==> src/vec_pkg.sv <==
// Vector engine definitions
// Sizes, ID and element types, operation and unit encodings,
// the request broadcast to the lanes and the lane response
package vec_pkg;

  localparam int unsigned NR_LANES    = 4;
  localparam int unsigned VLEN_LANE   = 4;
  localparam int unsigned NR_VREGS    = 8;
  localparam int unsigned NR_VINSN    = 4;
  localparam int unsigned ELEM_W      = 16;
  // ALU and multiplier
  localparam int unsigned NR_UNITS    = 2;
  localparam int unsigned UNIT_QDEPTH = 2;

  typedef logic [$clog2(NR_VINSN)-1:0]  vid_t;
  typedef logic [$clog2(NR_VREGS)-1:0]  vreg_t;
  // Legal lengths are 1 to VLEN_LANE
  typedef logic [$clog2(VLEN_LANE):0]   vl_t;
  // Element position inside a lane slice
  typedef logic [$clog2(VLEN_LANE)-1:0] eidx_t;
  typedef logic [ELEM_W-1:0]            elem_t;
  typedef logic [NR_VINSN-1:0]          vinsn_mask_t;

  typedef enum logic [2:0] {
    VADD, VSUB, VXOR, VAND, VMUL, VSPLAT, VREDSUM
  } vop_e;

  typedef enum logic {
    ALU, MUL
  } vunit_e;

  typedef struct packed {
    vid_t        id;
    vop_e        op;
    vunit_e      unit;
    vreg_t       vs1;
    vreg_t       vs2;
    vreg_t       vd;
    logic        use_vs1;
    logic        use_scalar;
    logic        use_vd;
    elem_t       scalar;
    vl_t         vl;
    // IDs that must retire before this one starts
    vinsn_mask_t hazard_vs1;
    vinsn_mask_t hazard_vs2;
    vinsn_mask_t hazard_vd;
    // Running readers of vd
    vinsn_mask_t hazard_run;
  } pe_req_t;

  typedef struct packed {
    vinsn_mask_t done;
    elem_t       partial;
    vid_t        partial_id;
    logic        partial_valid;
  } pe_resp_t;

  // Multiply goes to the slow unit, all else to the ALU
  function automatic vunit_e unit_of(vop_e op);
    return (op == VMUL) ? MUL : ALU;
  endfunction

endpackage : vec_pkg
==> src/vec_pe_if.sv <==


interface vec_pe_resp_if;
  // Done pulses and reduction partials of each lane
  vec_pkg::pe_resp_t pe_resp [vec_pkg::NR_LANES];

  modport lane (output pe_resp);
  modport coll (input pe_resp);
endinterface : vec_pe_resp_if

==> src/vec_collector.sv <==
`timescale 1ns/1ps
// Completion collector
// Counts lane completions per ID, retires an ID once all lanes are done,
// and sums the lane partials of a reduction
module vec_collector (
  input  logic                 clk_i,
  input  logic                 rst_ni,
  vec_pe_resp_if.coll          resp,
  output vec_pkg::vinsn_mask_t vinsn_done_o,
  output vec_pkg::elem_t       scalar_o,
  output logic                 scalar_valid_o
);

  typedef logic [$clog2(vec_pkg::NR_LANES+1)-1:0] cnt_t;

  cnt_t [vec_pkg::NR_VINSN-1:0] cnt_d, cnt_q;
  vec_pkg::vinsn_mask_t         done_d, done_q;
  vec_pkg::elem_t               sum_d, sum_q, scalar_q;
  vec_pkg::vid_t                red_id_d, red_id_q;
  logic                         red_act_d, red_act_q;
  logic                         red_ret, scalar_valid_q;

  always_comb begin
    cnt_d     = cnt_q;
    done_d    = '0;
    sum_d     = sum_q;
    red_id_d  = red_id_q;
    red_act_d = red_act_q;

    // Lanes finished per ID, retire at the full count
    for (int i = 0; i < vec_pkg::NR_VINSN; i++) begin
      for (int l = 0; l < vec_pkg::NR_LANES; l++)
        cnt_d[i] += cnt_t'(resp.pe_resp[l].done[i]);
      if (cnt_d[i] == cnt_t'(vec_pkg::NR_LANES)) begin
        done_d[i] = 1'b1;
        cnt_d[i]  = '0;
      end
    end

    // Only one reduction is in flight at a time
    for (int l = 0; l < vec_pkg::NR_LANES; l++) begin
      if (resp.pe_resp[l].partial_valid) begin
        sum_d     = sum_d + resp.pe_resp[l].partial;
        red_id_d  = resp.pe_resp[l].partial_id;
        red_act_d = 1'b1;
      end
    end
    red_ret = red_act_d && done_d[red_id_d];
  end

  always_ff @(posedge clk_i or negedge rst_ni) begin
    if (!rst_ni) begin
      cnt_q          <= '0;
      done_q         <= '0;
      sum_q          <= '0;
      red_id_q       <= '0;
      red_act_q      <= 1'b0;
      scalar_valid_q <= 1'b0;
    end else begin
      cnt_q          <= cnt_d;
      done_q         <= done_d;
      red_id_q       <= red_id_d;
      scalar_valid_q <= red_ret;
      // Start over once the total has gone out
      sum_q          <= red_ret ? '0 : sum_d;
      red_act_q      <= red_act_d && !red_ret;
    end
  end

  always_ff @(posedge clk_i) begin
    if (red_ret)
      scalar_q <= sum_d;
  end

  assign vinsn_done_o   = done_q;
  assign scalar_o       = scalar_q;
  assign scalar_valid_o = scalar_valid_q;

endmodule : vec_collector

==> src/flat_wrapper.sv <==
// flat-port wrapper written by rule: the top's interface ports become plain ports
module vec_collector_flat 
  (clk_i, rst_ni, vinsn_done_o, scalar_o, scalar_valid_o, resp_pe_resp);
  vec_pe_resp_if resp_i ();
  input  logic clk_i;
  input  logic rst_ni;
  output vec_pkg::vinsn_mask_t vinsn_done_o;
  output vec_pkg::elem_t scalar_o;
  output logic scalar_valid_o;
  input wire logic [$bits(resp_i.pe_resp)-1:0] resp_pe_resp;
  assign resp_i.pe_resp = {>>{resp_pe_resp}};
  vec_collector u_core (.clk_i(clk_i), .rst_ni(rst_ni), .resp(resp_i), .vinsn_done_o(vinsn_done_o), .scalar_o(scalar_o), .scalar_valid_o(scalar_valid_o));
endmodule
==> config.mk <==
export PLATFORM = sky130hd
export DESIGN_NAME = vec_collector_flat
export DESIGN_NICKNAME = d
export VERILOG_FILES = /design/src/vec_pkg.sv /design/src/vec_pe_if.sv /design/src/vec_collector.sv /design/src/flat_wrapper.sv
export SDC_FILE = /design/constraint.sdc
export NUM_CORES = 1
export LEC_CHECK = 0
export BUFFER_PORTS_ARGS = -buffer_cell sky130_fd_sc_hd__buf_2
export CORE_MARGIN = 1.5
export CORE_UTILIZATION = 60
export DETAILED_ROUTE_END_ITERATION = 7
export PLACE_DENSITY = 0.86
export SETUP_SLACK_MARGIN = 0.4
export SLEW_MARGIN = 20
export SYNTH_ARGS = -nofsm -noshare
export SYNTH_HDL_FRONTEND = slang
export SYNTH_SLANG_ARGS = --single-unit
==> constraint.sdc <==
create_clock -name clk_i -period 14.25 [get_ports clk_i]
set_input_delay 0.7125 -clock clk_i [delete_from_list [all_inputs] [get_ports clk_i]]
set_output_delay 0.7125 -clock clk_i [all_outputs]
set_load 0.05 [all_outputs]
# Word level (Yosys, flattened, before mapping)
# Index checks and enable logic that the tools add are counted.
# word_totals
input_bits	94
reg_bits	52
output_inout_bits	21
wordCells	61
# classes
n_reduce_logical	3
order_cmp	1
n_addsub	20
n_eq_ne	4
muxes	23
# ops
cell	n
16-bit two-way mux	5
16-bit adder	4
3-bit by 1-bit adder with 3-bit output	16
3-bit == test, second input constant	4
3-bit two-way mux	4
1-bit two-way mux	9
2-bit two-way mux	4
2-bit by 3-bit less-than comparator with 1-bit output, second input constant	1
1-bit binary-select mux with 2-bit select	1
1-bit logical AND	2
1-bit zero test	1

# Longest topological paths before layout
# depth
ltp_word	11
ltp_mapped	32

# Worst setup path before layout
# OpenSTA, ideal clock, no wires.
# synth_timing
path_type	input-to-reg
from	input resp_pe_resp[72]
to	register u_core.scalar_q[14] (netlist: u_core.scalar_o[14]), data pin
arrival_time_ps	6035
t_required_ps	13984
cell_stages	27
slack_ps	7949
setup_ps	266
n_path_buf	0
path_cell_list	ha_1 > fa_1 > a21o_1 > a21oi_1 > xnor2_1 > mux2_2 > ha_1 > o21a_1 > o21a_1 > or3_1 > nand3_1 > nand2_1 > ha_1 > or2_2 > a21boi_0 > a31o_2 > a21oi_1 > xor2_1 > o221ai_1 > ha_1 > a21o_1 > a21o_1 > a21oi_1 > o21ai_0 > a31oi_1 > xor2_1 > mux2i_1
# synth_between
elab_chain_len	8
# synth_rtl
item	line	rtl
from (decl)	flat_wrapper.sv:10	input wire logic [$bits(resp_i.pe_resp)-1:0] resp_pe_resp;
16-bit adder (*)	vec_collector.sv:43	sum_d = sum_d + resp.pe_resp[l].partial;
16-bit two-way mux (*)	vec_collector.sv:42	if (resp.pe_resp[l].partial_valid) begin
16-bit adder	vec_collector.sv:43	
16-bit two-way mux (*)	vec_collector.sv:42	
16-bit adder	vec_collector.sv:43	
16-bit two-way mux (*)	vec_collector.sv:42	
16-bit adder	vec_collector.sv:43	
16-bit two-way mux (*)	vec_collector.sv:42	
named net u_core.sum_d[14]	vec_collector.sv:18	vec_pkg::elem_t sum_d, sum_q, scalar_q;
to (signal assigned)	vec_collector.sv:72	scalar_q <= sum_d;
to (decl)	vec_collector.sv:18	
# The timed path passes the listed nets; every way through them passes the cells marked *.
# A chain may end at the register's enable or synchronous reset.

# Worst setup path in the final report
# Ends and elaborated chain as after synthesis.

==> flow_summary_export.csv <==
group,metric,value,unit
critical_path,critical_path_class,"input port to flop",
placement,routabilityCongestion,0.939,
placement,place.detailed.hpwl,11.9,mm
critical_path,r2r_slack,7.48,ns
clock_tree,holdBufCountCts,0,
synth,ys_types,66,
global_routing,grt_pass1_vias,5411,
clock_tree,cts_root_buf,"clkbuf_8",
floorplan,rows,35,
finish,finalInstanceArea,0.00644,mm²
floorplan,io_pins,115,
global_routing,grt_max_degree,37,
routing,drcViolationCount,0,
synth,synthCells,643,
clock_tree,clock-sinks,52,
clock_tree,clock_path_buffers,2,
floorplan,die-area,0.0102,mm²
critical_path,setup.worst_path.start_class,"input port",
timing,tightest_slew,0.860,ns
timing,timing.fmax,145,MHz
synth,syn_nets,817,
synth,synth-edff-count,16,
synth,ys_dominant_reg_cell,"dfrtp_1",
finish,drive_above_1_share,0.207,
synth,yosysWarnings,0,
timing,hold_viol_final,0,
synth,synth_seq_area_share,0.241,
global_routing,grtUsageTotal,0.299,
critical_path,crit_fanout,5,
routing,avgRoutedWirePerCell,16.8,µm
global_routing,antenna_found_initial,0,
finish,fill_cells,722,
synth,ys_top_cells_by_area,"dfrtp_1 16%, ha_1 14%, edfxtp_1 8.4%, fa_1 5.6%, a21oi_1 3.8%",
floorplan,die_h,101,µm
clock_tree,cts_resized,0,
timing,relSlewSlack,0.427,
synth,yosysTopAreaCell,"dfrtp_1",
clock_tree,clk_pin_slew,0.09,ns
synth,ys_seq_elements,52,
critical_path,slowest_delay,0.45,ns
synth,avgSynthCellArea,8.92,µm²
critical_path,end_kind,"flop",
clock_tree,post-cts-setup-buffer-count,0,
clock_tree,cts_buffers,5,
timing,setup_viol,0,
routing,dr.pass1.iters,5,
finish,fin_nets,920,
hold_path,hold_class,"input port to asynchronous set/reset pin",
timing,period_share,0.483,
routing,drt-initial-drc-count,427,
routing,num_vias,5287,
clock_tree,tritoncts,"done",
routing,wirelength,14.7,mm
clock_tree,clk_latency,0.30,ns
clock_tree,cts_max_level,2,
critical_path,worstPathArrival,6.92,ns
timing,tns,0,ns
global_routing,gr-total-overflow,0,
timing,hold_ws,0.507,ns
critical_path,cp_slowest_cell,"a211oi_1",
finish,antennaDiodeCount,0,
synth,synthArstFlopShare,0.692,
critical_path,cp.buffers_inverters,2,
timing,skew,0.00497,ns
floorplan,die_width,101,µm
timing,rsz0062_at_grt,"no",
synth,syn_area,0.00573,mm²
placement,io_buffers,114,
timing,timing.final.crit_period,6.88,ns
global_routing,grt_pass1_wl,24.1,mm
timing,report.final.slew_viol_count,0,
floorplan,initial_core_util,0.621,
job,maxCapViolCount,0,
run_status,outcome,"finished, final reports clean",
finish,area_growth,12.2,%
routing,post_drt_via_cell_ratio,6.04,
finish,final_util,0.697,
placement,place_area,0.00634,mm²
critical_path,worstPathRequired,14.29,ns
critical_path,crit_family,"compound AO/OA/AOI/OAI gates",
floorplan,floorplan.core_area,0.00924,mm²
synth,synth_top_area_share,0.157,
routing,ant_nets,0,
per-stage QoR:
stage	setup WS [ns]	instances
after floorplan	7.95	643
after global placement	7.33	868
after detailed placement	7.15	868
after CTS	7.47	876
after global routing	6.98	876
final	7.37	876
layout make-up:
type | count | area (µm²) | area share
Multi-Input combinational cell | 518 | 4020 | 0.625
Sequential cell | 52 | 1380 | 0.215
Tap cell | 129 | 161 | 0.0251
Clock buffer | 7 | 86.3 | 0.0134
Inverter | 55 | 206 | 0.0321
Clock inverter | 1 | 7.51 | 0.00117
Timing Repair Buffer | 114 | 571 | 0.0886
layout by cell type (no fill, tap or decap), drive strengths merged, types with 4 or more instances in the layout:
cell type,n
buf,114
ha,64
inv,52
a21oi,45
nand2,41
nor2,38
o21ai,37
dfrtp,36
a21o,24
xnor2,22
xor2,22
mux2,19
mux2i,16
fa,16
edfxtp,16
and2,15
o21a,13
a211oi,13
nor3,13
a31oi,11
and3,9
nor2b,8
nand2b,8
nand3,8
or3,8
nand4,7
clkbuf,7
o211ai,6
o31ai,5
o21bai,4
registers in the layout (all words and copies together), names as in the netlist:
signal,count
u_core.scalar_o,16
u_core.sum_q,16
u_core.cnt_q,12
u_core.vinsn_done_o,4
u_core.red_id_q,2
u_core.red_act_q,1
u_core.scalar_valid_o,1
Yosys cell counts (11+ instances only):
cell,count
o21a_1,13
xnor2_1,22
mux2i_1,16
nand2_1,41
a211oi_1,13
o21ai_0,36
dfrtp_1,36
ha_1,64
nor3_1,13
mux2_2,18
a21o_1,23
and2_1,15
a21oi_1,44
nor2_1,38
edfxtp_1,16
a31oi_1,11
fa_1,16
xor2_1,22
inv_1,52
routing by layer:
metal	vias up	GRT usage	wire length [µm]	share of wire
li1	2545	-	-	-
met1	2476	0.374	5950	0.40
met2	228	0.528	7280	0.49
met3	38	0.0437	1150	0.078
met4	0	0.101	334	0.023
met5	-	0	0	0
worst reg2reg max path: cells and delay by family (launching register included):
kind                     cells  cell delay, ns
adder cells (fa/ha/maj)      5            1.71
AND/OR/NAND/NOR              3            0.57
flip-flops                   1            0.40
XOR/XNOR                     4            0.70
buffers and inverters        1            0.06
multiplexers                 3            0.46
AO/OA/AOI/OAI               12            2.59
worst paths after layout:
| check | from | to | cells after the start |
|---|---|---|---|
| worst min register to register | u_core.red_act_q | u_core.red_act_q | 2 |
| worst min-delay path | rst_ni | u_core.scalar_valid_o | 1 |
| worst max register to register | u_core.sum_q[0] | u_core.scalar_o[14] | 28 |
| worst max-delay path | resp_pe_resp[72] | u_core.scalar_o[14] | 29 |
| max in group asynchronous | rst_ni | u_core.cnt_q[0] | 1 |
| min in group clk_i | u_core.red_act_q | u_core.red_act_q | 2 |
cell families after synthesis:
group,Yosys count,synth area share
flops,52,0.241
simple gates,166,0.144
mux,36,0.0698
buf+inv,73,0.0576
fa+ha+maj,80,0.196
xor+xnor,45,0.0711
compound gates,191,0.221
Power is not shown: default switching activity piles up to over one toggle a cycle in this logic, so the estimate is an artifact.
