[src/vec_pkg.sv]
// Vector engine definitions
// Sizes, ID and element types, operation and unit encodings,
// the request broadcast to the lanes and the lane response
package vec_pkg;

  localparam int unsigned NR_LANES    = 4;
  localparam int unsigned VLEN_LANE   = 4;
  localparam int unsigned NR_VREGS    = 8;
  localparam int unsigned NR_VINSN    = 4;
  localparam int unsigned ELEM_W      = 16;
  // ALU and multiplier
  localparam int unsigned NR_UNITS    = 2;
  localparam int unsigned UNIT_QDEPTH = 2;

  typedef logic [$clog2(NR_VINSN)-1:0]  vid_t;
  typedef logic [$clog2(NR_VREGS)-1:0]  vreg_t;
  // Legal lengths are 1 to VLEN_LANE
  typedef logic [$clog2(VLEN_LANE):0]   vl_t;
  // Element position inside a lane slice
  typedef logic [$clog2(VLEN_LANE)-1:0] eidx_t;
  typedef logic [ELEM_W-1:0]            elem_t;
  typedef logic [NR_VINSN-1:0]          vinsn_mask_t;

  typedef enum logic [2:0] {
    VADD, VSUB, VXOR, VAND, VMUL, VSPLAT, VREDSUM
  } vop_e;

  typedef enum logic {
    ALU, MUL
  } vunit_e;

  typedef struct packed {
    vid_t        id;
    vop_e        op;
    vunit_e      unit;
    vreg_t       vs1;
    vreg_t       vs2;
    vreg_t       vd;
    logic        use_vs1;
    logic        use_scalar;
    logic        use_vd;
    elem_t       scalar;
    vl_t         vl;
    // IDs that must retire before this one starts
    vinsn_mask_t hazard_vs1;
    vinsn_mask_t hazard_vs2;
    vinsn_mask_t hazard_vd;
    // Running readers of vd
    vinsn_mask_t hazard_run;
  } pe_req_t;

  typedef struct packed {
    vinsn_mask_t done;
    elem_t       partial;
    vid_t        partial_id;
    logic        partial_valid;
  } pe_resp_t;

  // Multiply goes to the slow unit, all else to the ALU
  function automatic vunit_e unit_of(vop_e op);
    return (op == VMUL) ? MUL : ALU;
  endfunction

endpackage : vec_pkg
[src/vec_pe_if.sv]
`timescale 1ns/1ps
// Sequencer to lanes request broadcast
// Lanes to collector response
interface vec_pe_req_if;
  // Request is valid for one cycle only
  vec_pkg::pe_req_t     pe_req;
  logic                 pe_valid;
  // Live view of the running IDs
  vec_pkg::vinsn_mask_t vinsn_running;
  // One bit per lane, each lane drives its own
  wire [vec_pkg::NR_LANES-1:0] pe_ready;

  modport seq (
    output pe_req,
    output pe_valid,
    output vinsn_running,
    input  pe_ready
  );

  modport lane (
    input  pe_req,
    input  pe_valid,
    input  vinsn_running,
    output pe_ready
  );
endinterface : vec_pe_req_if


[src/vec_sequencer.sv]
`timescale 1ns/1ps
// Instruction sequencer
// Four-phase front end, ID allocation, register access lists,
// hazard masks and the broadcast of each request to the lanes
module vec_sequencer (
  input  logic                 clk_i,
  input  logic                 rst_ni,
  input  logic                 req_i,
  input  vec_pkg::vop_e        op_i,
  input  vec_pkg::vreg_t       vd_i,
  input  vec_pkg::vreg_t       vs1_i,
  input  vec_pkg::vreg_t       vs2_i,
  input  logic                 use_vs1_i,
  input  vec_pkg::elem_t       scalar_i,
  input  vec_pkg::vl_t         vl_i,
  output logic                 ack_o,
  output vec_pkg::elem_t       scalar_o,
  output logic                 error_o,
  vec_pe_req_if.seq            pe,
  input  vec_pkg::vinsn_mask_t vinsn_done_i,
  input  vec_pkg::elem_t       scalar_i_coll,
  input  logic                 scalar_valid_i
);

  // WAIT holds the handshake until a reduction result is back
  typedef enum logic {IDLE, WAIT} state_e;

  typedef struct packed {
    vec_pkg::vid_t vid;
    logic          valid;
  } vreg_access_t;

  state_e               state_d, state_q;
  logic                 ack_d, ack_q;
  logic                 error_d, error_q;
  vec_pkg::elem_t       scalar_d, scalar_q;
  vec_pkg::vinsn_mask_t running_d, running_q;
  vec_pkg::pe_req_t     req_d, req_q;
  logic                 valid_d, valid_q;
  vec_pkg::vid_t        next_id;
  logic                 id_free;
  logic                 vl_ok;
  logic                 use_vs2;

  // Last writer per register, last reader per register and unit
  vreg_access_t [vec_pkg::NR_VREGS-1:0]                        write_list_d, write_list_q;
  vreg_access_t [vec_pkg::NR_UNITS-1:0][vec_pkg::NR_VREGS-1:0] read_list_d, read_list_q;

  // Lowest free ID, a zero search over the running mask
  always_comb begin
    next_id = '0;
    id_free = 1'b0;
    for (int i = vec_pkg::NR_VINSN - 1; i >= 0; i--) begin
      if (!running_q[i]) begin
        next_id = vec_pkg::vid_t'(i);
        id_free = 1'b1;
      end
    end
  end

  assign vl_ok   = (vl_i != '0) && (vl_i <= vec_pkg::vl_t'(vec_pkg::VLEN_LANE));
  assign use_vs2 = (op_i != vec_pkg::VSPLAT);

  always_comb begin
    state_d      = state_q;
    ack_d        = ack_q;
    error_d      = error_q;
    scalar_d     = scalar_q;
    req_d        = req_q;
    valid_d      = 1'b0;
    running_d    = running_q & ~vinsn_done_i;
    write_list_d = write_list_q;
    read_list_d  = read_list_q;

    // Forget accesses of retired IDs
    for (int v = 0; v < vec_pkg::NR_VREGS; v++) begin
      write_list_d[v].valid &= ~vinsn_done_i[write_list_q[v].vid];
      for (int u = 0; u < vec_pkg::NR_UNITS; u++)
        read_list_d[u][v].valid &= ~vinsn_done_i[read_list_q[u][v].vid];
    end

    if (ack_q) begin
      // Close the handshake once req_i is gone
      if (!req_i)
        ack_d = 1'b0;
    end else begin
      case (state_q)
        IDLE: begin
          if (req_i && !vl_ok) begin
            // Illegal length, answer without issuing
            ack_d    = 1'b1;
            error_d  = 1'b1;
            scalar_d = '0;
          end else if (req_i && (&pe.pe_ready) && id_free) begin
            req_d            = '0;
            req_d.id         = next_id;
            req_d.op         = op_i;
            req_d.unit       = vec_pkg::unit_of(op_i);
            req_d.vs1        = vs1_i;
            req_d.vs2        = vs2_i;
            req_d.vd         = vd_i;
            req_d.use_vs1    = use_vs1_i && use_vs2 && (op_i != vec_pkg::VREDSUM);
            req_d.use_scalar = !use_vs2 || (!use_vs1_i && op_i != vec_pkg::VREDSUM);
            req_d.use_vd     = (op_i != vec_pkg::VREDSUM);
            req_d.scalar     = scalar_i;
            req_d.vl         = vl_i;

            // RAW on each source
            if (req_d.use_vs1)
              req_d.hazard_vs1[write_list_d[vs1_i].vid] = write_list_d[vs1_i].valid;
            if (use_vs2)
              req_d.hazard_vs2[write_list_d[vs2_i].vid] = write_list_d[vs2_i].valid;

            if (req_d.use_vd) begin
              // WAW
              req_d.hazard_vd[write_list_d[vd_i].vid] = write_list_d[vd_i].valid;
              // WAR against the last reader on either unit
              for (int u = 0; u < vec_pkg::NR_UNITS; u++)
                req_d.hazard_run[read_list_d[u][vd_i].vid] |= read_list_d[u][vd_i].valid;
              write_list_d[vd_i] = '{vid: next_id, valid: 1'b1};
            end

            if (req_d.use_vs1)
              read_list_d[req_d.unit][vs1_i] = '{vid: next_id, valid: 1'b1};
            if (use_vs2)
              read_list_d[req_d.unit][vs2_i] = '{vid: next_id, valid: 1'b1};

            running_d[next_id] = 1'b1;
            valid_d            = 1'b1;
            error_d            = 1'b0;
            scalar_d           = '0;
            // Reductions answer only when their sum is back
            if (op_i == vec_pkg::VREDSUM)
              state_d = WAIT;
            else
              ack_d = 1'b1;
          end
        end
        WAIT: begin
          if (scalar_valid_i) begin
            state_d  = IDLE;
            ack_d    = 1'b1;
            scalar_d = scalar_i_coll;
          end
        end
        default: state_d = IDLE;
      endcase
    end
  end

  always_ff @(posedge clk_i or negedge rst_ni) begin
    if (!rst_ni) begin
      state_q      <= IDLE;
      ack_q        <= 1'b0;
      error_q      <= 1'b0;
      scalar_q     <= '0;
      valid_q      <= 1'b0;
      running_q    <= '0;
      write_list_q <= '0;
      read_list_q  <= '0;
    end else begin
      state_q      <= state_d;
      ack_q        <= ack_d;
      error_q      <= error_d;
      scalar_q     <= scalar_d;
      valid_q      <= valid_d;
      running_q    <= running_d;
      write_list_q <= write_list_d;
      read_list_q  <= read_list_d;
    end
  end

  // Broadcast payload, qualified by pe_valid
  always_ff @(posedge clk_i) begin
    req_q <= req_d;
  end

  assign pe.pe_req        = req_q;
  assign pe.pe_valid      = valid_q;
  assign pe.vinsn_running = running_q;

  assign ack_o    = ack_q;
  assign error_o  = error_q;
  assign scalar_o = scalar_q;

endmodule : vec_sequencer

[src/flat_wrapper.sv]
// flat-port wrapper written by rule: the top's interface ports become plain ports
module vec_sequencer_flat 
  (clk_i, rst_ni, req_i, op_i, vd_i, vs1_i, vs2_i, use_vs1_i, scalar_i, vl_i, ack_o, scalar_o, error_o, vinsn_done_i, scalar_i_coll, scalar_valid_i, pe_pe_req, pe_pe_valid, pe_vinsn_running, pe_pe_ready);
  vec_pe_req_if pe_i ();
  input  logic clk_i;
  input  logic rst_ni;
  input  logic req_i;
  input  vec_pkg::vop_e op_i;
  input  vec_pkg::vreg_t vd_i;
  input  vec_pkg::vreg_t vs1_i;
  input  vec_pkg::vreg_t vs2_i;
  input  logic use_vs1_i;
  input  vec_pkg::elem_t scalar_i;
  input  vec_pkg::vl_t vl_i;
  output logic ack_o;
  output vec_pkg::elem_t scalar_o;
  output logic error_o;
  input  vec_pkg::vinsn_mask_t vinsn_done_i;
  input  vec_pkg::elem_t scalar_i_coll;
  input  logic scalar_valid_i;
  output wire logic [$bits(pe_i.pe_req)-1:0] pe_pe_req;
  output wire logic [$bits(pe_i.pe_valid)-1:0] pe_pe_valid;
  output wire logic [$bits(pe_i.vinsn_running)-1:0] pe_vinsn_running;
  input wire logic [$bits(pe_i.pe_ready)-1:0] pe_pe_ready;
  assign pe_pe_req = pe_i.pe_req;
  assign pe_pe_valid = pe_i.pe_valid;
  assign pe_vinsn_running = pe_i.vinsn_running;
  assign pe_i.pe_ready = pe_pe_ready;
  vec_sequencer u_core (.clk_i(clk_i), .rst_ni(rst_ni), .req_i(req_i), .op_i(op_i), .vd_i(vd_i), .vs1_i(vs1_i), .vs2_i(vs2_i), .use_vs1_i(use_vs1_i), .scalar_i(scalar_i), .vl_i(vl_i), .ack_o(ack_o), .scalar_o(scalar_o), .error_o(error_o), .pe(pe_i), .vinsn_done_i(vinsn_done_i), .scalar_i_coll(scalar_i_coll), .scalar_valid_i(scalar_valid_i));
endmodule
[config.mk]
export PLATFORM = sky130hd
export DESIGN_NAME = vec_sequencer_flat
export DESIGN_NICKNAME = d
export VERILOG_FILES = /design/src/vec_pkg.sv /design/src/vec_pe_if.sv /design/src/vec_sequencer.sv /design/src/flat_wrapper.sv
export SDC_FILE = /design/constraint.sdc
export NUM_CORES = 1
export LEC_CHECK = 0
export BUFFER_PORTS_ARGS = -buffer_cell sky130_fd_sc_hd__buf_2
export CAP_MARGIN = 20
export CORE_MARGIN = 1
export CORE_UTILIZATION = 55
export DETAILED_ROUTE_END_ITERATION = 8
export GPL_TIMING_DRIVEN = 0
export MAX_ROUTING_LAYER = met4
export PLACE_DENSITY = 0.79
export SYNTH_ARGS = -nofsm -noshare
export SYNTH_HDL_FRONTEND = slang
export SYNTH_SLANG_ARGS = --single-unit
[constraint.sdc]
create_clock -name clk_i -period 2.9 [get_ports clk_i]
set_input_delay 0.435 -clock clk_i [delete_from_list [all_inputs] [get_ports clk_i]]
set_output_delay 0.435 -clock clk_i [all_outputs]
set_load 0.01 [all_outputs]
Word-level counts from Yosys, hierarchy flattened
Cells that the tools add are included.
- bits of input ports: 60
- register bits after elaboration: 149
- output and inout bits: 76
- multiplexer cells: 138
- bitwise operators: 60
- reductions and logical operators: 28
- equal/unequal tests: 6
- magnitude comparators: 45
- operator list (kind ; count):
    2-to-1 mux 48 bit ; 6
    2-to-1 mux 46 bit ; 4
    2-to-1 mux 22 bit ; 5
    bitwise mux 48 bit ; 2
    < comparator 2 x 3 -> 1 bit (second input constant) ; 30
    2-to-1 mux 1 bit ; 53
    binary-select mux 1 bit (select 2 bit) ; 26
    demux 24 bit (select 1 bit) ; 2
    2-to-1 mux 16 bit ; 3
    2-to-1 mux 24 bit ; 2
    binary-select mux 3 bit (select 3 bit) ; 5
    one-hot mux 16 bit (2 select lines) ; 1
    demux 3 bit (select 3 bit) ; 3
    NOT 1 bit ; 27
    AND 1 bit ; 24
    bitwise mux 24 bit ; 1
    2-to-1 mux 3 bit ; 8
    AND 4 bit ; 5
    logical AND 1 bit ; 17
    2-to-1 mux 4 bit ; 4
    demux 1 bit (select 2 bit) ; 6
    greater-or-equal comparator 2 x 1 -> 1 bit (second input constant) ; 6
    < comparator 3 x 4 -> 1 bit (second input constant) ; 3
    greater-or-equal comparator 3 x 1 -> 1 bit (second input constant) ; 3
    other kinds (20) ; 31

Longest topological paths before layout
Gate-level depths: netlist of the first run.
- word-level depth: 18
- depth in mapped cells: 8

Least setup slack after synthesis of the first run
No wires, ideal clock.
- path type: input-to-reg
- from: in vl_i[1]
- to: reg u_core.write_list_q[22] in the netlist's numbering
- arrival: 2.286 ns
- buffers on the path: 1
- slack: 0.490 ns
- stages: 8
- cells stage by stage: o21a_1 -> o21ai_0 -> nand3_2 -> inv_2 -> buf_4 -> nand2_2 -> nor2_2 -> mux2_2
- word-level cells in the longest chain between the ends: 6
- elaborated cells on any way between the ends: 7
- ends and longest elaborated chain (item ; line ; RTL):
    start: declaration ; flat_wrapper.sv:14 ; input vec_pkg::vl_t vl_i;
    less-or-equal comparator 3 bit / nonzero test 3 bit (equally long branches) ; vec_sequencer.sv:61 ; assign vl_ok = (vl_i != '0) && (vl_i <= vec_pkg::vl_t'(vec_pkg::VLEN_LANE));
    logical AND 1 bit (*) ; vec_sequencer.sv:61 ;
    zero test 1 bit (*) ; vec_sequencer.sv:89 ; if (req_i && !vl_ok) begin
    logical AND 1 bit (*) ; vec_sequencer.sv:89 ;
    NOT 1 bit (no line) (*) ; - ;
    AND reduction 5 bit (no line) (*) ; - ;
    end signal: assignment ; vec_sequencer.sv:168 ; write_list_q <= write_list_d;
    end: declaration ; vec_sequencer.sv:46 ; vreg_access_t [vec_pkg::NR_VREGS-1:0] write_list_d, write_list_q;
Mark *: on every way between the ends. The rest lies on a longest branch, timed or not.
A chain may end at the register's enable or synchronous reset.

Final worst setup path of the first run
- from: reg u_core.running_q[2], in the netlist u_core.pe.vinsn_running[2]
- to: reg u_core.write_list_q[23] in the netlist's numbering
- word-level cells in the longest chain between the ends: 5
- elaborated cells on any way between the ends: 9
- ends and longest elaborated chain (item ; line ; RTL):
    start: declaration ; vec_sequencer.sv:37 ; vec_pkg::vinsn_mask_t running_d, running_q;
    start signal: assignment ; vec_sequencer.sv:167 ; running_q <= running_d;
    2-to-1 mux 1 bit (3 in a row) ; vec_sequencer.sv:54 ; if (!running_q[i]) begin
    logical AND 1 bit ; vec_sequencer.sv:94 ; end else if (req_i && (&pe.pe_ready) && id_free) begin
    AND reduction 5 bit (no line) ; - ;
Parallel ways exist; a longest one is shown, timed or not.

==> flow_metrics.py, run 1 <==
metrics = {
    "cts": {
        "clockBufferDepth": 2,
        "cts_tree": "built",
        "cts_repair_resize_count": 0,
        "clock_tree.htree_level_count": 4,
        "cts_root_buf": "sky130_fd_sc_hd__clkbuf_16",
        "cts_hold_buffers": 0,
        "tritoncts_num_sinks": 149,
        "post-cts-setup-buffers": 0,
        "worst_setup_hold_path_clk_slew_ns": 0.06,
        "worst_skew_pair.late_latency_ns": 0.42,
        "tritoncts.num_buffers": 17,
    },
    "die": {
        "die_h_um": 119,
        "rows": 42,
        "ioPinCount": 136,
        "design.core.area_um2": 13300,
        "initial_core_utilization_pct": 56.7,
        "chip_width_um": 119,
        "die_area_um2": 14200,
    },
    "grt": {
        "grt_usage_pct": 31.2,
        "grt_pass1_vias": 5783,
        "grt_pass1_wl_mm": 31.8,
        "antenna_found_initial": 0,
        "grt_overflow": 0,
        "grt_start_max_net_pins": 63,
    },
    "critical_path": {
        "critical_path_slowest_stage_cell": "sky130_fd_sc_hd__buf_4",
        "worst_setup_path_end_kind": "flip-flop",
        "worst_path_largest_cell_delay_ns": 0.61,
        "crit_path_buffers_inverters": 3,
        "cp_cell_sequence": "inv_1 -> o311a_4 -> nand3_2 -> inv_2 -> buf_4 -> nand2_2 -> nor2_2 -> mux2_2",
        "path_delay_family": "buffers and inverters",
        "critical_path.max_fanout": 62,
        "setup.worst_path.start_class": "flip-flop",
        "worst-endpoint-arrival_ns": 3.00,
        "critPathKind": "reg2reg",
        "cp.required_ns": 3.21,
    },
    "synth": {
        "yosysUniqueCellTypes": 64,
        "post_synth_and_or_nand_nor_area_fraction_pct": 13.1,
        "synth_nets": 662,
        "compound_gate_portion_of_the_synthesized_area_pct": 9.72,
        "synth_xor_area_share_pct": 0.116,
        "synth_edf_count": 53,
        "async_flop_share_pct": 64.4,
        "synthMuxAreaShare_pct": 21.2,
        "ys_warn_count": 0,
        "syn-mean-instance-area_um2": 12.6,
        "synth_cells": 602,
        "ys_dominant_reg_cell": "sky130_fd_sc_hd__dfrtp_1",
        "synth-seq-area-share_pct": 52.8,
        "main_combinational_cell_family_by_area_after_synthesis": "multiplexers",
        "ys_ff_latch": 149,
        "yosys.area_share.adder_pct": 0,
        "synth_area_um2": 7570,
    },
    "finish": {
        "antenna-diode-count": 0,
        "post_route_cells_drive_above_1_share_pct": 37.4,
        "final_design_area_no_fill_um2": 9110,
        "syn2layout_area_growth_pct": 20.4,
        "layout.nets": 817,
    },
    "placed_design": {
        "place.gp.congestion": 0.966,
        "dp_slack_ns": -0.106,
        "detailed_place_hpwl_mm": 15.2,
        "place.port_buffers": 135,
        "postPlaceCellArea_um2": 8490,
    },
    "timing": {
        "final_max_slew_viol_count": 0,
        "final_hold_viol_count": 0,
        "achievable-frequency_mhz": 371,
        "period_minus_slack_ns": 2.70,
        "final.period_utilization_pct": 93.0,
        "worst_relative_slew_slack_pct": 35.9,
        "finalSetupViolations": 0,
        "unrepaired_setup_endpoints_after_global_routing": "no",
        "fin_ws_ns": 0.204,
        "skew_ns": 0.00936,
        "max_slew.worst_pin.slew_ns": 0.961,
    },
    "drt": {
        "met1_length_mm": 8.63,
        "post_drt_wl_per_cell_um": 21.6,
        "drt_wl_total_mm": 20.4,
        "routed_via_density": 6.16,
        "wl_met2_mm": 9.82,
        "met3_wirelength_mm": 1.58,
        "drt_pre_antenna_iters": 5,
        "drcViolationCount": 0,
        "final_antenna_net_count": 0,
        "drt_iter0_markers": 509,
        "highest-signal-layer": "met4",
        "num_vias": 5827,
    },
    "min_path": {
        "holdCritPathClass": "in2async",
    },
    "run": {
        "max_cap_violations": 0,
    },
    "run_status": {
        "outcome": "completed",
    },
    "power_and_ir_drop": {
        "total_leakage_power_nw": 4.00,
        "power.density_nw_per_um2": 530,
        "max-vdd-ir-drop_v": 0.000415,
    },
}
[state kept, by name, summed over array words and instances (netlist names)]
register                 count
u_core.pe.pe_req            53
u_core.read_list_q          48
u_core.error_o               1
u_core.ack_o                 1
u_core.write_list_q         24
u_core.pe.vinsn_running      4
u_core.pe.pe_valid           1
u_core.scalar_o             16
u_core.state_q               1
[stage by stage]
step,utilization [%],power (mW),setup TNS (ns),cells,hold WS (ns)
finish,68.3,4.83,0,946,0.0271
global route,68.3,4.95,0,946,0.0675
CTS,68.3,4.84,0,946,0.0378
detailed placement,63.6,2.59,-0.852,914,0.471
global placement,63.4,2.58,-0.534,913,0.454
floorplan,-,2.43,0,602,0.139
[routing by layer]
layer,GRT usage (%),up-vias
met5,-,-
met4,10.3,0
met3,6.37,34
met2,48.4,277
met1,41.4,2950
li1,-,2566
[layout make-up]
| class | count | area [µm²] |
|---|---|---|
| inverter | 21 | 78.8 |
| tap | 176 | 220 |
| sequential | 149 | 3990 |
| timing repair buffer | 136 | 706 |
| buffer | 33 | 159 |
| fill | 965 | 4240 |
| clock inverter | 8 | 123 |
| multi-input combinational | 399 | 3340 |
| clock buffer | 24 | 493 |
[placed cells by master, fill, tap and decap left out, types with 3 or more instances in the layout]
cell type	instances
sky130_fd_sc_hd__a21o_1	5
sky130_fd_sc_hd__a21oi_1	11
sky130_fd_sc_hd__a21oi_4	3
sky130_fd_sc_hd__a22o_1	3
sky130_fd_sc_hd__a22oi_1	8
sky130_fd_sc_hd__buf_2	150
sky130_fd_sc_hd__buf_4	3
sky130_fd_sc_hd__bufinv_16	3
sky130_fd_sc_hd__clkbuf_1	18
sky130_fd_sc_hd__clkbuf_16	18
sky130_fd_sc_hd__dfrtp_1	96
sky130_fd_sc_hd__edfxtp_1	53
sky130_fd_sc_hd__inv_1	20
sky130_fd_sc_hd__mux2_1	18
sky130_fd_sc_hd__mux2_2	39
sky130_fd_sc_hd__mux2i_1	12
sky130_fd_sc_hd__mux4_2	35
sky130_fd_sc_hd__nand2_1	77
sky130_fd_sc_hd__nand2_2	3
sky130_fd_sc_hd__nand2b_1	12
sky130_fd_sc_hd__nand3_1	8
sky130_fd_sc_hd__nand3b_1	8
sky130_fd_sc_hd__nand4_1	3
sky130_fd_sc_hd__nor2_1	22
sky130_fd_sc_hd__nor2_2	11
sky130_fd_sc_hd__nor2b_1	10
sky130_fd_sc_hd__nor3_1	13
sky130_fd_sc_hd__nor3b_1	8
sky130_fd_sc_hd__nor4_1	5
sky130_fd_sc_hd__o21ai_0	24
sky130_fd_sc_hd__o21ai_1	6
sky130_fd_sc_hd__o22ai_1	13
[worst reg2reg max path: stages (launching register included)]
cell and delay (ns):
sky130_fd_sc_hd__dfrtp_1 0.40, sky130_fd_sc_hd__inv_1 0.13, sky130_fd_sc_hd__o311a_4 0.24, sky130_fd_sc_hd__nand3_2 0.23
sky130_fd_sc_hd__inv_2 0.12, sky130_fd_sc_hd__buf_4 0.61, sky130_fd_sc_hd__nand2_2 0.26, sky130_fd_sc_hd__nor2_2 0.22
sky130_fd_sc_hd__mux2_2 0.35
[cells in the mapped netlist, drive strengths merged, types with 9 or more instances]
| master | n | share of area, % |
|---|---|---|
| inv | 21 | 1.0 |
| o22ai | 13 | 1.1 |
| dfrtp | 96 | 32 |
| nand3 | 9 | 0.66 |
| nor3 | 14 | 1.1 |
| mux2i | 12 | 1.6 |
| buf | 19 | 1.4 |
| edfxtp | 53 | 21 |
| nor2 | 33 | 2.0 |
| mux2 | 57 | 8.5 |
| nand2 | 80 | 4.1 |
| clkbuf | 14 | 0.69 |
| a21oi | 15 | 1.5 |
| nor2b | 11 | 1.0 |
| o21ai | 30 | 2.0 |
| nor3b | 9 | 0.96 |
| nand2b | 13 | 1.2 |
| mux4 | 37 | 11 |
[worst paths after layout]
kind	startpoint	end	slack (ns)	cells past startpoint
worst max-delay path	u_core.pe.vinsn_running[2]	u_core.write_list_q[23]	0.20	8
worst min register to register	u_core.scalar_o[1]	u_core.scalar_o[1]	0.48	2
worst min-delay path	rst_ni	u_core.scalar_o[15]	0.03	1
worst max register to register	u_core.pe.vinsn_running[2]	u_core.write_list_q[23]	0.20	8
min in group clk_i	scalar_i[4]	u_core.pe.pe_req[23]	0.19	1
max in group asynchronous	rst_ni	u_core.write_list_q[7]	2.19	2
[power by group]
group          switching, mW  internal [mW]  total (mW)
sequential            0.0124           2.20        2.21
clock                  0.823           1.45        2.27
combinational          0.220          0.127       0.346
[cells by family after synthesis]
kind of cell	after synthesis
simple gates	191
flops	149
mux	106
compound gates	101
buf+inv	54
xor+xnor	1
(Power assumes the default switching activity.)
==> inputs of run 2 (changes only) <==
CORE_UTILIZATION = 56   (was 55)
PLACE_DENSITY = 0.8   (was 0.79)
==> flow_metrics.py, run 2 (synthesis gave the netlist of run 1 again) <==
metrics = {
    "run_status": {
        "outcome": "completed",
    },
    "timing": {
        "final.period_utilization_pct": 88.4,
        "period_minus_slack_ns": 2.56,
        "finalSetupViolations": 0,
        "skew_ns": 0.00568,
        "setup_total_negative_slack_ns": 0,
        "fin_ws_ns": 0.338,
        "final_max_slew_viol_count": 0,
        "achievable-frequency_mhz": 390,
        "max_slew.worst_pin.slew_ns": 0.864,
        "worst_relative_slew_slack_pct": 42.4,
        "unrepaired_setup_endpoints_after_global_routing": "no",
        "final_hold_viol_count": 0,
    },
    "cts": {
        "cts_tree": "built",
        "cts_root_buf": "sky130_fd_sc_hd__clkbuf_16",
        "worst_setup_hold_path_clk_slew_ns": 0.06,
        "clockBufferDepth": 2,
        "worst_skew_pair.late_latency_ns": 0.42,
        "clock_tree.htree_level_count": 4,
        "tritoncts_num_sinks": 149,
        "tritoncts.num_buffers": 17,
    },
    "power_and_ir_drop": {
        "total_leakage_power_nw": 4.01,
        "clock_power_share_pct": 47.7,
        "pwr-share-comb_pct": 7.1,
        "max-vdd-ir-drop_v": 0.000348,
        "cell_internal_pwr_mw": 3.82,
        "power.density_nw_per_um2": 534,
        "swShare_pct": 21.7,
        "total_power_mw": 4.89,
        "pwr-share-seq_pct": 45.2,
        "switchingPower_mw": 1.06,
    },
    "critical_path": {
        "register_to_register_setup_slack_ns": 0.34,
        "crit_path_end": "u_core.write_list_q[22]",
        "critPathKind": "reg2reg",
        "critical_path.max_fanout": 62,
        "r2r_cell_count": 8,
        "crit-reg2reg-launch": "u_core.pe.vinsn_running[2]",
        "worst_setup_path_end_kind": "flip-flop",
        "cp.required_ns": 3.20,
        "setup.worst_path.start_class": "flip-flop",
        "destination_of_the_worst_register_to_register_timing_path": "u_core.write_list_q[22]",
        "worst-endpoint-arrival_ns": 2.87,
        "worst_setup_path_startpoint": "u_core.pe.vinsn_running[2]",
    },
    "drt": {
        "post_drt_wl_per_cell_um": 21.8,
        "routed_via_density": 6.27,
        "drt_wl_total_mm": 20.7,
        "final_antenna_net_count": 0,
        "drcViolationCount": 0,
        "drt_pre_antenna_iters": 5,
        "drt_iter0_markers": 711,
        "num_vias": 5948,
    },
    "finish": {
        "post_route_cells_drive_above_1_share_pct": 37.4,
        "mostFrequentLayoutCells": "sky130_fd_sc_hd__buf_2 (150), sky130_fd_sc_hd__dfrtp_1 (96), sky130_fd_sc_hd__nand2_1 (77)",
        "syn2layout_area_growth_pct": 20.8,
        "layout.nets": 818,
        "layout.cells.most_common": "sky130_fd_sc_hd__buf_2",
        "largest_register_ff_count": 53,
        "instances_no_fill": 948,
    },
    "die": {
        "die_area_um2": 14000,
        "design.core.area_um2": 13200,
        "initial_core_utilization_pct": 57.4,
        "rows": 42,
        "ioPinCount": 136,
        "die_h_um": 118,
        "chip_width_um": 118,
    },
    "min_path": {
        "holdCritPathClass": "in2reg",
    },
    "placed_design": {
        "place.gp.congestion": 1.01,
        "placed_cells_incl_taps": 914,
        "dp_slack_ns": -0.146,
        "place.port_buffers": 135,
        "detailed_place_hpwl_mm": 14.7,
    },
    "grt": {
        "grt_usage_pct": 31.8,
        "grt_pass1_wl_mm": 32.1,
        "grt_pass1_vias": 5751,
        "grt_start_max_net_pins": 67,
        "grt_overflow": 0,
        "antenna_found_initial": 1,
    },
    "run": {
        "max_cap_violations": 0,
    },
}
==> run 2: cell count changes in the layout (fill, tap and decap cells not counted), sizes merged <==
cell,delta
inv,-1
diode,+1
clkbuf,+1
dlygate4sd3,+1
==> run 2: worst min-delay path by stage <==
stage,startpoint,to,slack (ns),cells past startpoint
after detailed placement,rst_ni,u_core.read_list_q[42],0.40,1
after CTS,scalar_i[7],u_core.pe.pe_req[26],0.17,1
after global routing,scalar_i[15],u_core.pe.pe_req[34],0.17,1
after global placement,u_core.read_list_q[9],u_core.read_list_q[9],0.45,1
final,scalar_i[7],u_core.pe.pe_req[26],0.18,1
after floorplan,rst_ni,u_core.ack_o,0.14,0
==> run 2: through the flow <==
| stage | util [%] | hold slack, ns | area [µm²] |
|---|---|---|---|
| 5_1_grt | 69.3 | 0.174 | 9150 |
| 3_3_place_gp | 64.2 | 0.454 | 8460 |
| 4_1_cts | 69.3 | 0.172 | 9140 |
| 6_report | 69.3 | 0.183 | 9150 |
| 3_5_place_dp | 64.4 | 0.399 | 8490 |
| 2_1_floorplan | - | 0.139 | 7570 |
==> run 2: layout make-up <==
type	count	area [µm²]
Timing Repair Buffer	137	716
Clock inverter	7	116
Clock buffer	25	518
Inverter	21	78.8
Tap cell	176	220
Antenna cell	1	2.50
Sequential cell	149	3990
Buffer	33	163
Multi-Input combinational cell	399	3340
Fill cell	932	4050
==> run 2: what timing repair did <==
| item | in CTS | in global routing |
|---|---|---|
| hold endpoints to repair | 30 | 0 |
| endpoints found under the setup margin | 0 | 1 |
| setup buffers | 0 | 0 |
| resized for setup | 0 | 1 |
| hold buffers | 1 | 0 |
==> run 2: routing by layer <==
| metal | track usage (%) | share of wire [%] | wire [µm] |
|---|---|---|---|
| met1 | 42.2 | 40 | 8340 |
| met2 | 49.8 | 49 | 10000 |
| met3 | 4.97 | 8.9 | 1840 |
| met4 | 11.7 | 2.2 | 455 |
| met5 | - | 0 | 0 |
==> run 2: power groups by stage <==
stage	clock (mW)	sequential [mW]	combinational, mW
after CTS	2.35	2.21	0.345
after global routing	2.45	2.21	0.375
after global placement	0	2.25	0.327
final	2.33	2.21	0.348
after floorplan	0	2.25	0.179
after detailed placement	0	2.25	0.341
==> run 2: worst max-delay path, cell delays in order, from the launching register on <==
cell                      delay [ns]
sky130_fd_sc_hd__dfrtp_1        0.40
sky130_fd_sc_hd__inv_1          0.13
sky130_fd_sc_hd__o311a_4        0.24
sky130_fd_sc_hd__nand3_2        0.22
sky130_fd_sc_hd__inv_2          0.14
sky130_fd_sc_hd__buf_6          0.48
sky130_fd_sc_hd__nand2_2        0.26
sky130_fd_sc_hd__nor2_2         0.21
sky130_fd_sc_hd__mux2_2         0.35
==> inputs of run 3 (changes only) <==
PLACE_DENSITY = not set   (was 0.8)
PLACE_DENSITY_LB_ADDON = 0.25   (was not set)
==> flow_metrics.py, run 3 (synthesis gave the netlist of run 1 again) <==
metrics = {
    "timing": {
        "unrepaired_setup_endpoints_after_global_routing": "no",
        "finalSetupViolations": 0,
        "final.period_utilization_pct": 93.3,
        "final_max_slew_viol_count": 0,
        "period_minus_slack_ns": 2.71,
        "max_slew.worst_pin.slew_ns": 0.935,
        "final_hold_viol_count": 0,
        "achievable-frequency_mhz": 369,
        "fin_ws_ns": 0.193,
        "worst_relative_slew_slack_pct": 37.6,
        "skew_ns": 0.00623,
    },
    "placed_design": {
        "dp_slack_ns": -0.173,
        "place.gp.congestion": 0.958,
        "detailed_place_hpwl_mm": 15.2,
        "place.port_buffers": 135,
        "postPlaceCellArea_um2": 8490,
    },
    "drt": {
        "num_vias": 5728,
        "final_antenna_net_count": 0,
        "drt_pre_antenna_iters": 5,
        "drt_wl_total_mm": 20.2,
        "drcViolationCount": 0,
        "post_drt_wl_per_cell_um": 21.4,
        "routed_via_density": 6.05,
        "drt_iter0_markers": 564,
    },
    "critical_path": {
        "worst-endpoint-arrival_ns": 3.02,
        "destination_of_the_worst_register_to_register_timing_path": "u_core.read_list_q[2]",
        "r2r_cell_count": 8,
        "critical_path_slowest_stage_cell": "sky130_fd_sc_hd__buf_4",
        "critPathKind": "reg2reg",
        "register_to_register_setup_slack_ns": 0.19,
        "cp.required_ns": 3.21,
        "path_delay_family": "buffers and inverters",
        "crit_path_buffers_inverters": 3,
        "critical_path.max_fanout": 62,
        "crit-reg2reg-launch": "u_core.pe.vinsn_running[2]",
        "cp_cell_sequence": "inv_1 -> o311a_4 -> nand3_2 -> inv_2 -> buf_4 -> nand2_2 -> nor2_2 -> mux2_1",
        "setup.worst_path.start_class": "flip-flop",
        "worst_setup_path_end_kind": "flip-flop",
        "worst_path_largest_cell_delay_ns": 0.64,
    },
    "cts": {
        "worst_setup_hold_path_clk_slew_ns": 0.06,
        "post-cts-setup-buffers": 0,
        "clockBufferDepth": 2,
        "cts_hold_buffers": 0,
        "worst_skew_pair.late_latency_ns": 0.43,
        "cts_tree": "built",
        "tritoncts_num_sinks": 149,
        "cts_root_buf": "sky130_fd_sc_hd__clkbuf_16",
        "clock_tree.htree_level_count": 4,
        "tritoncts.num_buffers": 17,
        "cts_repair_resize_count": 0,
    },
    "grt": {
        "grt_pass1_vias": 5511,
        "antenna_found_initial": 0,
        "grt_usage_pct": 31.3,
        "grt_overflow": 0,
        "grt_start_max_net_pins": 63,
        "grt_pass1_wl_mm": 31.4,
    },
    "die": {
        "chip_width_um": 118,
        "design.core.area_um2": 13200,
        "ioPinCount": 136,
        "rows": 42,
        "initial_core_utilization_pct": 57.4,
        "die_area_um2": 14000,
        "die_h_um": 118,
    },
    "power_and_ir_drop": {
        "pwr-share-seq_pct": 46.2,
        "max-vdd-ir-drop_v": 0.000349,
        "switchingPower_mw": 1.08,
        "clock_power_share_pct": 46.6,
        "total_leakage_power_nw": 3.98,
        "swShare_pct": 22.6,
        "pwr-share-comb_pct": 7.2,
        "power.density_nw_per_um2": 526,
        "cell_internal_pwr_mw": 3.70,
    },
    "finish": {
        "mostFrequentLayoutCells": "sky130_fd_sc_hd__buf_2 (150), sky130_fd_sc_hd__dfrtp_1 (96), sky130_fd_sc_hd__nand2_1 (77)",
        "antenna-diode-count": 0,
        "total_area_of_multi_input_combinational_cells_um2": 3340,
        "syn2layout_area_growth_pct": 20.2,
        "layout.nets": 817,
        "layout.cells.most_common": "sky130_fd_sc_hd__buf_2",
        "seq_area_um2": 3990,
        "final_design_area_no_fill_um2": 9100,
        "fillers": 955,
        "largest_register_ff_count": 53,
        "post_route_cells_drive_above_1_share_pct": 37.4,
    },
    "run": {
        "max_cap_violations": 0,
    },
    "min_path": {
        "holdCritPathClass": "in2async",
    },
    "run_status": {
        "outcome": "completed",
    },
}
[run 3: cell count changes in the layout (fill, tap and decap cells not counted), sizes merged]
cell / delta
clkbuf: -4
clkinv: +1
clkinvlp: +2
diode: -1
dlygate4sd3: -1
inv: +1
[run 3: cell type report]
| cell class | count | area share [%] |
|---|---|---|
| sequential | 149 | 43.9 |
| multi-input combinational | 399 | 36.7 |
| timing repair buffer | 136 | 7.76 |
| clock buffer | 21 | 4.95 |
| tap | 176 | 2.42 |
| buffer | 33 | 1.75 |
| clock inverter | 11 | 1.66 |
| inverter | 21 | 0.867 |
[run 3: power groups by stage]
stage	Combinational [mW]	Clock [mW]	Sequential (mW)
3_3_place_gp	0.331	0	2.25
3_5_place_dp	0.343	0	2.25
2_1_floorplan	0.179	0	2.25
4_1_cts	0.345	2.25	2.21
5_1_grt	0.375	2.34	2.21
6_report	0.346	2.23	2.21
[run 3: per-stage QoR]
stage | total power [mW] | hold slack (ns) | instances | TNS, ns | util (%)
floorplan | 2.43 | 0.139 | 602 | 0 | -
global placement | 2.58 | 0.453 | 913 | -0.654 | 64.2
detailed placement | 2.59 | 0.463 | 914 | -1.89 | 64.4
CTS | 4.80 | 0.0449 | 946 | 0 | 69.0
global route | 4.92 | 0.0706 | 946 | 0 | 69.0
finish | 4.78 | 0.0295 | 946 | 0 | 69.0
[run 3: worst max path at each step]
stage | from | slack, ns | end | depth (start not counted)
after detailed placement | vl_i[1] | -0.17 | u_core.read_list_q[8] | 9
final | u_core.pe.vinsn_running[2] | 0.19 | u_core.read_list_q[2] | 8
after floorplan | vl_i[1] | 0.49 | u_core.write_list_q[22] | 8
after global routing | u_core.pe.vinsn_running[2] | 0.03 | u_core.read_list_q[8] | 8
after CTS | u_core.pe.vinsn_running[2] | 0.17 | u_core.read_list_q[8] | 8
after global placement | vl_i[1] | -0.08 | u_core.read_list_q[8] | 9
[run 3: metal layers]
metal  vias to the layer above  GRT usage (%)  part of all wire, %
met5                         -              -                    0
met4                         0           8.41                  1.1
met3                        23           5.69                  7.8
met2                       297           48.6                   49
met1                      2854           42.7                   43
li1                       2554              -                    -
